===== config.mk =====
export PLATFORM = sky130hd
export DESIGN_NAME = uart_cmd_bridge
export DESIGN_NICKNAME = d
export VERILOG_FILES = /design/src/hdl/uart_cmd_pkg.sv /design/src/hdl/uart_cmd_bridge.sv /design/src/hdl/uart_cmd_sequencer.sv /design/src/hdl/uart_rx_frame.sv /design/src/hdl/uart_tx_frame.sv /design/src/hdl/cmd_fifo.sv
export SDC_FILE = /design/constraint.sdc
export NUM_CORES = 1
export LEC_CHECK = 0
export BUFFER_PORTS_ARGS = -buffer_cell sky130_fd_sc_hd__buf_2
export CORE_MARGIN = 1
export CORE_UTILIZATION = 59
export DETAILED_ROUTE_END_ITERATION = 7
export PLACE_DENSITY_LB_ADDON = 0.25
export SETUP_SLACK_MARGIN = 0.15
export SYNTH_ARGS = -nofsm -noshare
export SYNTH_HDL_FRONTEND = slang
export SYNTH_SLANG_ARGS = --single-unit

===== constraint.sdc =====
create_clock -name clk -period 3.29 [get_ports clk]
set_clock_uncertainty 0.15 [all_clocks]
set_input_delay 0.4935 -clock clk [delete_from_list [all_inputs] [get_ports clk]]
set_output_delay 0.4935 -clock clk [all_outputs]
set_load 0.02 [all_outputs]

===== src/hdl/uart_cmd_pkg.sv =====
package uart_cmd_pkg;

  localparam int CMD_WIDTH       = 16;
  localparam int ADDR_WIDTH      = 7;
  localparam int BYTE_WIDTH      = 8;
  localparam int BAUD_DIV        = 16;  // Clocks per bit. 434 on a real board.
  localparam int GAP_CYCLES      = 16;
  localparam int RX_TIMEOUT_BITS = 24;
  localparam int CMD_FIFO_DEPTH  = 4;

  // Command field positions.
  localparam int CMD_WRITE_BIT = 15;
  localparam int CMD_ADDR_LSB  = 8;

  localparam int BAUD_HALF      = BAUD_DIV / 2;
  localparam int BAUD_CNT_W     = $clog2(BAUD_DIV);
  localparam int BIT_IDX_W      = $clog2(BYTE_WIDTH);
  localparam int TIMEOUT_CYCLES = RX_TIMEOUT_BITS * BAUD_DIV;
  localparam int WAIT_CNT_W     = $clog2(TIMEOUT_CYCLES);
  localparam int FIFO_PTR_W     = $clog2(CMD_FIFO_DEPTH);
  localparam int FIFO_CNT_W     = $clog2(CMD_FIFO_DEPTH + 1);

  typedef enum logic [0:0] {
    OP_READ  = 1'b0,
    OP_WRITE = 1'b1
  } cmd_op_e;

  typedef enum logic [2:0] {
    FR_IDLE, FR_START, FR_DATA, FR_PARITY, FR_STOP
  } frame_state_e;

  typedef enum logic [2:0] {
    SQ_IDLE, SQ_ADDR, SQ_GAP, SQ_DATA, SQ_WAIT_REPLY, SQ_REPORT
  } seq_state_e;

endpackage

===== src/hdl/uart_cmd_bridge.sv =====
module uart_cmd_bridge (
  input  logic                                clk,
  input  logic                                rst_n,
  input  logic [uart_cmd_pkg::CMD_WIDTH-1:0]  cmd_in,
  input  logic                                cmd_vld,
  output logic                                cmd_rdy,
  input  logic                                rx,
  output logic                                tx,
  output logic [uart_cmd_pkg::BYTE_WIDTH-1:0] read_data,
  output logic                                read_vld,
  output logic                                read_err
);

  logic                                fifo_vld;
  logic [uart_cmd_pkg::CMD_WIDTH-1:0]  fifo_data;
  logic                                fifo_pop;
  logic [uart_cmd_pkg::BYTE_WIDTH-1:0] tx_byte;
  logic                                tx_start;
  logic                                tx_done;
  logic [uart_cmd_pkg::BYTE_WIDTH-1:0] rx_byte;
  logic                                rx_vld;
  logic                                rx_err;

  cmd_fifo fifo_i (
    .clk(clk), .rst_n(rst_n),
    .in_vld(cmd_vld), .in_data(cmd_in), .in_rdy(cmd_rdy),
    .out_vld(fifo_vld), .out_data(fifo_data), .out_pop(fifo_pop)
  );

  uart_cmd_sequencer seq_i (
    .clk(clk), .rst_n(rst_n),
    .cmd_vld(fifo_vld), .cmd_data(fifo_data), .cmd_pop(fifo_pop),
    .tx_byte(tx_byte), .tx_start(tx_start), .tx_done(tx_done),
    .rx_byte(rx_byte), .rx_vld(rx_vld), .rx_err(rx_err),
    .read_data(read_data), .read_vld(read_vld), .read_err(read_err)
  );

  uart_tx_frame tx_i (
    .clk(clk), .rst_n(rst_n),
    .tx_byte(tx_byte), .tx_start(tx_start), .tx_done(tx_done), .tx(tx)
  );

  uart_rx_frame rx_i (
    .clk(clk), .rst_n(rst_n),
    .rx(rx), .rx_byte(rx_byte), .rx_vld(rx_vld), .rx_err(rx_err)
  );

endmodule


===== src/hdl/uart_cmd_sequencer.sv =====
module uart_cmd_sequencer (
  input  logic                                clk,
  input  logic                                rst_n,
  input  logic                                cmd_vld,
  input  logic [uart_cmd_pkg::CMD_WIDTH-1:0]  cmd_data,
  output logic                                cmd_pop,
  output logic [uart_cmd_pkg::BYTE_WIDTH-1:0] tx_byte,
  output logic                                tx_start,
  input  logic                                tx_done,
  input  logic [uart_cmd_pkg::BYTE_WIDTH-1:0] rx_byte,
  input  logic                                rx_vld,
  input  logic                                rx_err,
  output logic [uart_cmd_pkg::BYTE_WIDTH-1:0] read_data,
  output logic                                read_vld,
  output logic                                read_err
);

  uart_cmd_pkg::seq_state_e              state;
  uart_cmd_pkg::cmd_op_e                 op;
  logic [uart_cmd_pkg::BYTE_WIDTH-1:0]   wr_data;
  logic [uart_cmd_pkg::WAIT_CNT_W-1:0]   wait_cnt;  // Gap counter on writes, timeout on reads.
  logic                                  take_cmd;
  logic                                  gap_done;
  logic                                  reply;
  logic                                  timed_out;

  assign take_cmd  = (state == uart_cmd_pkg::SQ_IDLE) && cmd_vld;
  assign cmd_pop   = take_cmd;
  // Fires two clocks early so the data start bit follows exactly GAP_CYCLES idle clocks.
  assign gap_done  = (state == uart_cmd_pkg::SQ_GAP) &&
                     (wait_cnt == uart_cmd_pkg::WAIT_CNT_W'(uart_cmd_pkg::GAP_CYCLES - 2));
  assign reply     = (state == uart_cmd_pkg::SQ_WAIT_REPLY) && rx_vld;
  assign timed_out = (state == uart_cmd_pkg::SQ_WAIT_REPLY) && !rx_vld &&
                     (wait_cnt == uart_cmd_pkg::WAIT_CNT_W'(uart_cmd_pkg::TIMEOUT_CYCLES - 1));

  always_ff @(posedge clk)
  begin
    if (take_cmd)
    begin
      tx_byte <= {cmd_data[uart_cmd_pkg::CMD_WRITE_BIT],
                  cmd_data[uart_cmd_pkg::CMD_ADDR_LSB +: uart_cmd_pkg::ADDR_WIDTH]};
      op      <= uart_cmd_pkg::cmd_op_e'(cmd_data[uart_cmd_pkg::CMD_WRITE_BIT]);
      wr_data <= cmd_data[uart_cmd_pkg::BYTE_WIDTH-1:0];
    end
    else if (gap_done)
      tx_byte <= wr_data;
    if (reply)
      read_data <= rx_err ? '0 : rx_byte;
    else if (timed_out)
      read_data <= '0;
  end

  always_ff @(posedge clk or negedge rst_n)
  begin
    if (!rst_n)
    begin
      state    <= uart_cmd_pkg::SQ_IDLE;
      wait_cnt <= '0;
      tx_start <= 1'b0;
      read_vld <= 1'b0;
      read_err <= 1'b0;
    end
    else
    begin
      tx_start <= take_cmd || gap_done;
      read_vld <= reply || timed_out;
      read_err <= (reply && rx_err) || timed_out;
      wait_cnt <= '0;
      case (state)
        uart_cmd_pkg::SQ_IDLE:
          if (take_cmd)
            state <= uart_cmd_pkg::SQ_ADDR;
        uart_cmd_pkg::SQ_ADDR:
          if (tx_done)
            state <= (op == uart_cmd_pkg::OP_WRITE) ? uart_cmd_pkg::SQ_GAP :
                                                      uart_cmd_pkg::SQ_WAIT_REPLY;
        uart_cmd_pkg::SQ_GAP:
        begin
          wait_cnt <= wait_cnt + 1'b1;
          if (gap_done)
            state <= uart_cmd_pkg::SQ_DATA;
        end
        uart_cmd_pkg::SQ_DATA:
          if (tx_done)
            state <= uart_cmd_pkg::SQ_IDLE;
        uart_cmd_pkg::SQ_WAIT_REPLY:
        begin
          wait_cnt <= wait_cnt + 1'b1;
          if (reply || timed_out)
            state <= uart_cmd_pkg::SQ_REPORT;
        end
        default: state <= uart_cmd_pkg::SQ_IDLE;  // read_vld is high in SQ_REPORT.
      endcase
    end
  end

endmodule


===== src/hdl/uart_rx_frame.sv =====
module uart_rx_frame (
  input  logic                                clk,
  input  logic                                rst_n,
  input  logic                                rx,
  output logic [uart_cmd_pkg::BYTE_WIDTH-1:0] rx_byte,
  output logic                                rx_vld,
  output logic                                rx_err
);

  uart_cmd_pkg::frame_state_e            state;
  logic [uart_cmd_pkg::BAUD_CNT_W-1:0]   baud_cnt;
  logic [uart_cmd_pkg::BIT_IDX_W-1:0]    bit_idx;
  logic [uart_cmd_pkg::BYTE_WIDTH-1:0]   shift;
  logic                                  par_err;
  logic                                  rx_meta;
  logic                                  rx_sync;
  logic                                  rx_prev;
  logic                                  start_edge;
  logic                                  mid_start;
  logic                                  sample;

  assign start_edge = rx_prev && !rx_sync;
  assign mid_start  = (baud_cnt == uart_cmd_pkg::BAUD_CNT_W'(uart_cmd_pkg::BAUD_HALF - 1));
  // After the start bit the counter is realigned, so a full bit period lands mid-bit.
  assign sample     = (baud_cnt == uart_cmd_pkg::BAUD_CNT_W'(uart_cmd_pkg::BAUD_DIV - 1));

  always_ff @(posedge clk or negedge rst_n)
  begin
    if (!rst_n)
    begin
      rx_meta <= 1'b1;
      rx_sync <= 1'b1;
      rx_prev <= 1'b1;
    end
    else
    begin
      rx_meta <= rx;
      rx_sync <= rx_meta;
      rx_prev <= rx_sync;
    end
  end

  always_ff @(posedge clk)
  begin
    if (state == uart_cmd_pkg::FR_DATA && sample)
      shift <= {rx_sync, shift[uart_cmd_pkg::BYTE_WIDTH-1:1]};  // LSB arrives first.
    if (state == uart_cmd_pkg::FR_PARITY && sample)
      par_err <= ^{shift, rx_sync};
    if (state == uart_cmd_pkg::FR_STOP && sample)
    begin
      rx_byte <= shift;
      rx_err  <= par_err || !rx_sync;
    end
  end

  always_ff @(posedge clk or negedge rst_n)
  begin
    if (!rst_n)
    begin
      state    <= uart_cmd_pkg::FR_IDLE;
      baud_cnt <= '0;
      bit_idx  <= '0;
      rx_vld   <= 1'b0;
    end
    else
    begin
      rx_vld <= 1'b0;
      case (state)
        uart_cmd_pkg::FR_IDLE:
        begin
          baud_cnt <= '0;
          if (start_edge)
            state <= uart_cmd_pkg::FR_START;
        end
        uart_cmd_pkg::FR_START:
        begin
          baud_cnt <= baud_cnt + 1'b1;
          if (mid_start)
          begin
            baud_cnt <= '0;
            bit_idx  <= '0;
            // A line that is high again by mid-bit was only a glitch.
            state    <= rx_sync ? uart_cmd_pkg::FR_IDLE : uart_cmd_pkg::FR_DATA;
          end
        end
        default:
        begin
          baud_cnt <= sample ? '0 : baud_cnt + 1'b1;
          if (sample)
          begin
            if (state == uart_cmd_pkg::FR_DATA)
            begin
              bit_idx <= bit_idx + 1'b1;
              if (bit_idx == uart_cmd_pkg::BIT_IDX_W'(uart_cmd_pkg::BYTE_WIDTH - 1))
                state <= uart_cmd_pkg::FR_PARITY;
            end
            else if (state == uart_cmd_pkg::FR_PARITY)
              state <= uart_cmd_pkg::FR_STOP;
            else
            begin
              state  <= uart_cmd_pkg::FR_IDLE;
              rx_vld <= 1'b1;
            end
          end
        end
      endcase
    end
  end

endmodule


===== src/hdl/uart_tx_frame.sv =====
module uart_tx_frame (
  input  logic                                clk,
  input  logic                                rst_n,
  input  logic [uart_cmd_pkg::BYTE_WIDTH-1:0] tx_byte,
  input  logic                                tx_start,
  output logic                                tx_done,
  output logic                                tx
);

  uart_cmd_pkg::frame_state_e            state;
  logic [uart_cmd_pkg::BAUD_CNT_W-1:0]   baud_cnt;
  logic [uart_cmd_pkg::BIT_IDX_W-1:0]    bit_idx;
  logic [uart_cmd_pkg::BYTE_WIDTH-1:0]   shift;
  logic                                  parity;
  logic                                  bit_end;
  logic                                  shift_en;

  assign bit_end  = (baud_cnt == uart_cmd_pkg::BAUD_CNT_W'(uart_cmd_pkg::BAUD_DIV - 1));
  assign tx_done  = (state == uart_cmd_pkg::FR_STOP) && bit_end;
  assign shift_en = bit_end && ((state == uart_cmd_pkg::FR_START) ||
                                (state == uart_cmd_pkg::FR_DATA));

  always_ff @(posedge clk)
  begin
    if (tx_start)
    begin
      shift  <= tx_byte;
      parity <= ^tx_byte;  // Even parity over the data byte.
    end
    else if (shift_en)
      shift <= shift >> 1;
  end

  always_ff @(posedge clk or negedge rst_n)
  begin
    if (!rst_n)
    begin
      state    <= uart_cmd_pkg::FR_IDLE;
      baud_cnt <= '0;
      bit_idx  <= '0;
      tx       <= 1'b1;
    end
    else if (tx_start)
    begin
      state    <= uart_cmd_pkg::FR_START;
      baud_cnt <= '0;
      tx       <= 1'b0;  // Start bit.
    end
    else if (state != uart_cmd_pkg::FR_IDLE)
    begin
      baud_cnt <= bit_end ? '0 : baud_cnt + 1'b1;
      if (bit_end)
      begin
        case (state)
          uart_cmd_pkg::FR_START:
          begin
            state   <= uart_cmd_pkg::FR_DATA;
            bit_idx <= '0;
            tx      <= shift[0];
          end
          uart_cmd_pkg::FR_DATA:
          begin
            if (bit_idx == uart_cmd_pkg::BIT_IDX_W'(uart_cmd_pkg::BYTE_WIDTH - 1))
            begin
              state <= uart_cmd_pkg::FR_PARITY;
              tx    <= parity;
            end
            else
            begin
              bit_idx <= bit_idx + 1'b1;
              tx      <= shift[0];
            end
          end
          uart_cmd_pkg::FR_PARITY:
          begin
            state <= uart_cmd_pkg::FR_STOP;
            tx    <= 1'b1;
          end
          default: state <= uart_cmd_pkg::FR_IDLE;  // End of stop bit, line stays high.
        endcase
      end
    end
  end

endmodule


===== src/hdl/cmd_fifo.sv =====
module cmd_fifo (
  input  logic                               clk,
  input  logic                               rst_n,
  input  logic                               in_vld,
  input  logic [uart_cmd_pkg::CMD_WIDTH-1:0] in_data,
  output logic                               in_rdy,
  output logic                               out_vld,
  output logic [uart_cmd_pkg::CMD_WIDTH-1:0] out_data,
  input  logic                               out_pop
);

  logic [uart_cmd_pkg::CMD_WIDTH-1:0]  mem [uart_cmd_pkg::CMD_FIFO_DEPTH];
  logic [uart_cmd_pkg::FIFO_PTR_W-1:0] wr_ptr;
  logic [uart_cmd_pkg::FIFO_PTR_W-1:0] rd_ptr;
  logic [uart_cmd_pkg::FIFO_CNT_W-1:0] count;
  logic                                push;
  logic                                pop;

  assign in_rdy   = (count != uart_cmd_pkg::FIFO_CNT_W'(uart_cmd_pkg::CMD_FIFO_DEPTH));
  assign out_vld  = (count != '0);
  assign out_data = mem[rd_ptr];  // Head entry is always presented.
  assign push     = in_vld && in_rdy;
  assign pop      = out_pop && out_vld;

  always_ff @(posedge clk)
  begin
    if (push)
      mem[wr_ptr] <= in_data;
  end

  always_ff @(posedge clk or negedge rst_n)
  begin
    if (!rst_n)
    begin
      wr_ptr <= '0;
      rd_ptr <= '0;
      count  <= '0;
    end
    else
    begin
      if (push)
        wr_ptr <= (wr_ptr == uart_cmd_pkg::FIFO_PTR_W'(uart_cmd_pkg::CMD_FIFO_DEPTH - 1)) ?
                  '0 : wr_ptr + 1'b1;
      if (pop)
        rd_ptr <= (rd_ptr == uart_cmd_pkg::FIFO_PTR_W'(uart_cmd_pkg::CMD_FIFO_DEPTH - 1)) ?
                  '0 : rd_ptr + 1'b1;
      case ({push, pop})
        2'b10:   count <= count + 1'b1;
        2'b01:   count <= count - 1'b1;
        default: count <= count;  // Push with pop leaves the occupancy as is.
      endcase
    end
  end

endmodule


==> impl_results.md <==
* Status: finished clean
* IO Port Bufs at 31
* Clock Latency Late Sink at ~420 ps
* Slew @ Worst Pin at between 1000 and 1500 ps
* Die H at 108 µm
* Tcrit/Tclk final at 0.707
* Fin nets at just under 500
* CTS resizes at 0
* Synth unique cells at 50
* # diodes at 0
* Drt first pass iters at 4
* Net switching power figure at about 1.2 mW
* DP Area at 7020 µm²
* Switching share of total power at 0.243
* CTS tree: done
* Die Area at around 12000 µm²
* Setup Buffers After CTS at 0
* Seq/Total Area, Yosys at 0.697
* Fin. Hold Viols at 0
* Wire per inst at approximately 17 µm
* HP Start: rx
* Gr usage total at 0.201
* Power Density at 671 nW/µm²
* Final WS setup at 965 ps
* Total grt overflow at 0
* P&R area growth vs syn at 13.5%
* Fmax at between 400 and 500 MHz
* Post-Route WL at around 10000 µm
* Worst flop-to-flop path startpoint: seq_i.state[2]$_DFFE_PN0P_
* Critical path class: reg -> reg
* Mapped Cells at 419
* Share of layout cells above drive strength 1 at 0.247
* Min-delay worst type: in -> reg
* Critical path arrival at around 2500 ps
* Crit path max fanout at 11
* Mapped cell area at roughly 6700 µm²
* Required @ worst endpoint at 3480 ps
* Leakage at 2.81 nW
* Vias at roughly 3.5k
* Horiz. Die Dim at 108 µm
* Fin crit period at 2320 ps
* H-tree depth at 4
* CP Capture Type: flop
* Crit path launch type: flop
* P_int at roughly 3.9 mW
* Clock Sinks at roughly 160
* Max-cap violations at 0
* Vias in the first global route at 3440
* DRC at 0
* Hold Crit Endpoint: rx_i.rx_meta$_DFF_PN1_
* Commonest non-fill, non-tap cells in the layout: 116 x edfxtp_1, 43 x dfrtp_1, 31 x buf_2, 23 x nor2_1, 21 x mux2_2
* Most common cell after layout, fill and taps aside: edfxtp_1
* Syn Area/Cell at 16.0 µm²
* CTS root buf: clkbuf_16
* Slew headroom at 0.300
* DRT antenna net count at 0
* Yosys reg bits at 163
* Setup violators final at 0
* Ports at 32
* Setup slack, reg-to-reg at a little under 1000 ps
* Post-route cell area at between 7000 and 8000 µm²
* Initial antenna violation count at 0
* First-pass GRT wire length at 17200 µm
* Worst-path clk slew at about 60 ps
* Reg2reg end: fifo_i.count[2]$_DFFE_PN0P_
* Power share of the sequential group at 0.516
* Starting Density at 0.612
* Clock power frac at 0.380
* Vias per inst at between 5 and 6
* Worst slack at placement at 959 ps
* DP Wirelength at 6780 µm
* Setup TNS at 0 ps
* Unrepaired setup endpoints after global routing: no
* Rows at 38
* Post-Synthesis Net Count at 454
* DR iter-0 viols at between 150 and 200
* Post-CTS Hold Fix Bufs at 0
* Final Max Slew Viols at 0
* Reg2Reg Depth at 8
* Maximum VDD drop at approximately 430 µV
* Combinational group share of total power at 0.104
* Hold Path Stages at 1
* Clock Path Buffers at 2
* Gp weighted congestion at 0.751
* YS warnings at 0
* Total CTS buffers at 17
* Largest net degree at the start of global routing at 48
* Core area at about 11000 µm²
## worst max-delay path by stage
stage / cells after the start / endpoint / from
after floorplan: 9 / fifo_i.count[2]$_DFFE_PN0P_ / seq_i.state[1]$_DFFE_PN0P_
after global placement: 8 / fifo_i.count[2]$_DFFE_PN0P_ / seq_i.state[2]$_DFFE_PN0P_
after detailed placement: 8 / fifo_i.count[2]$_DFFE_PN0P_ / seq_i.state[2]$_DFFE_PN0P_
after CTS: 8 / fifo_i.count[2]$_DFFE_PN0P_ / seq_i.state[2]$_DFFE_PN0P_
after global routing: 8 / fifo_i.count[2]$_DFFE_PN0P_ / seq_i.state[2]$_DFFE_PN0P_
final: 8 / fifo_i.count[2]$_DFFE_PN0P_ / seq_i.state[2]$_DFFE_PN0P_
## power groups by stage
stage	Sequential (mW)	Combinational, mW	Clock [mW]
after detailed placement	2.67	0.535	0
after CTS	2.63	0.540	1.97
after global routing	2.66	0.601	2.05
after floorplan	2.61	0.418	0
after global placement	2.65	0.509	0
final	2.63	0.529	1.94
## cell families (layout without fill, tap and decap cells)
family / Yosys count / in the layout / synth area share
AOI/OAI and AO/OA: 33 / 33 / 0.0325
buffers and inverters: 27 / 82 / 0.0172
DFF: 163 / 163 / 0.697
adders and majority gates: 15 / 15 / 0.0292
and+or+nand+nor: 113 / 113 / 0.0939
muxes: 39 / 39 / 0.0922
xor gates and xnor gates: 29 / 29 / 0.0380
## layer usage
metal / global-route usage / up-vias / share of wire
met2: 0.313 / 59 / 0.51
met4: 0.0705 / 0 / 0.011
met5: 0 / - / 0
met3: 0.0615 / 9 / 0.034
li1: - / 1650 / -
met1: 0.269 / 1744 / 0.45
## flip-flops by register name, summed over array words and instances, names as in the netlist, 4 cells and up
name,flops
seq_i.wr_data,8
tx_i.shift,8
rx_i.baud_cnt,4
seq_i.tx_byte,8
seq_i.wait_cnt,9
seq_i.read_data,8
rx_i.rx_byte,8
fifo_i.mem,64
rx_i.shift,8
tx_i.baud_cnt,4
## cell usage after synthesis (all sizes together)
library cell	number	area, µm²
a21o	1	7.51
clkbuf	5	18.8
a211oi	1	7.51
and2	12	75.1
mux2	21	236
nor4bb	1	10.0
a21oi	12	60.1
o311ai	2	25.0
o31a	1	8.76
nor2	23	86.3
o21ai	7	35.0
nor4b	1	8.76
fa	1	20.0
nor2b	4	25.0
o21ba	1	10.0
nor3	9	45.0
nand2b	5	38.8
dfrtp	43	1080
xor2	11	96.3
and3	9	61.3
and4b	1	10.0
mux4	16	360
dfstp	4	105
ha	14	175
nor3b	4	35.0
nand2	17	63.8
or3	7	48.8
inv	12	45.0
a22o	2	17.5
or3b	1	8.76
o211ai	3	22.5
nor4	3	18.8
a32oi	1	8.76
o21bai	1	7.51
buf	10	51.3
a22oi	1	7.51
nand3	12	60.1
xnor2	18	158
edfxtp	116	3480
or4	1	11.3
nand4	2	12.5
mux2i	2	20.0
nand4b	1	8.76
## worst max-delay path, cell delays in order, from the launching register on
cell	delay, ps
dfrtp_1	480
nor4_2	310
buf_4	250
ha_1	210
inv_1	60
fa_1	370
xor2_1	150
nor2_1	110
xor2_1	160
## metrics by stage
stage               total power [mW]  utilization  hold slack (ps)  cells
finish                          5.10        0.695             21.6    614
global route                    5.31        0.695             10.4    614
CTS                             5.14        0.695             11.0    614
detailed placement              3.21        0.642              198    582
global placement                3.16        0.642              196    582
floorplan                       3.03            -             47.9    419
## area by class of cell
cell class | instances | area, µm²
fillers | 720 | 3340
flip-flops and latches | 163 | 4660
repair buffers | 38 | 208
inverters | 12 | 45.0
clock inverters | 12 | 144
clock buffers | 20 | 437
well taps | 140 | 175
multi-input cells | 229 | 1920
(Power assumes the default switching activity.)
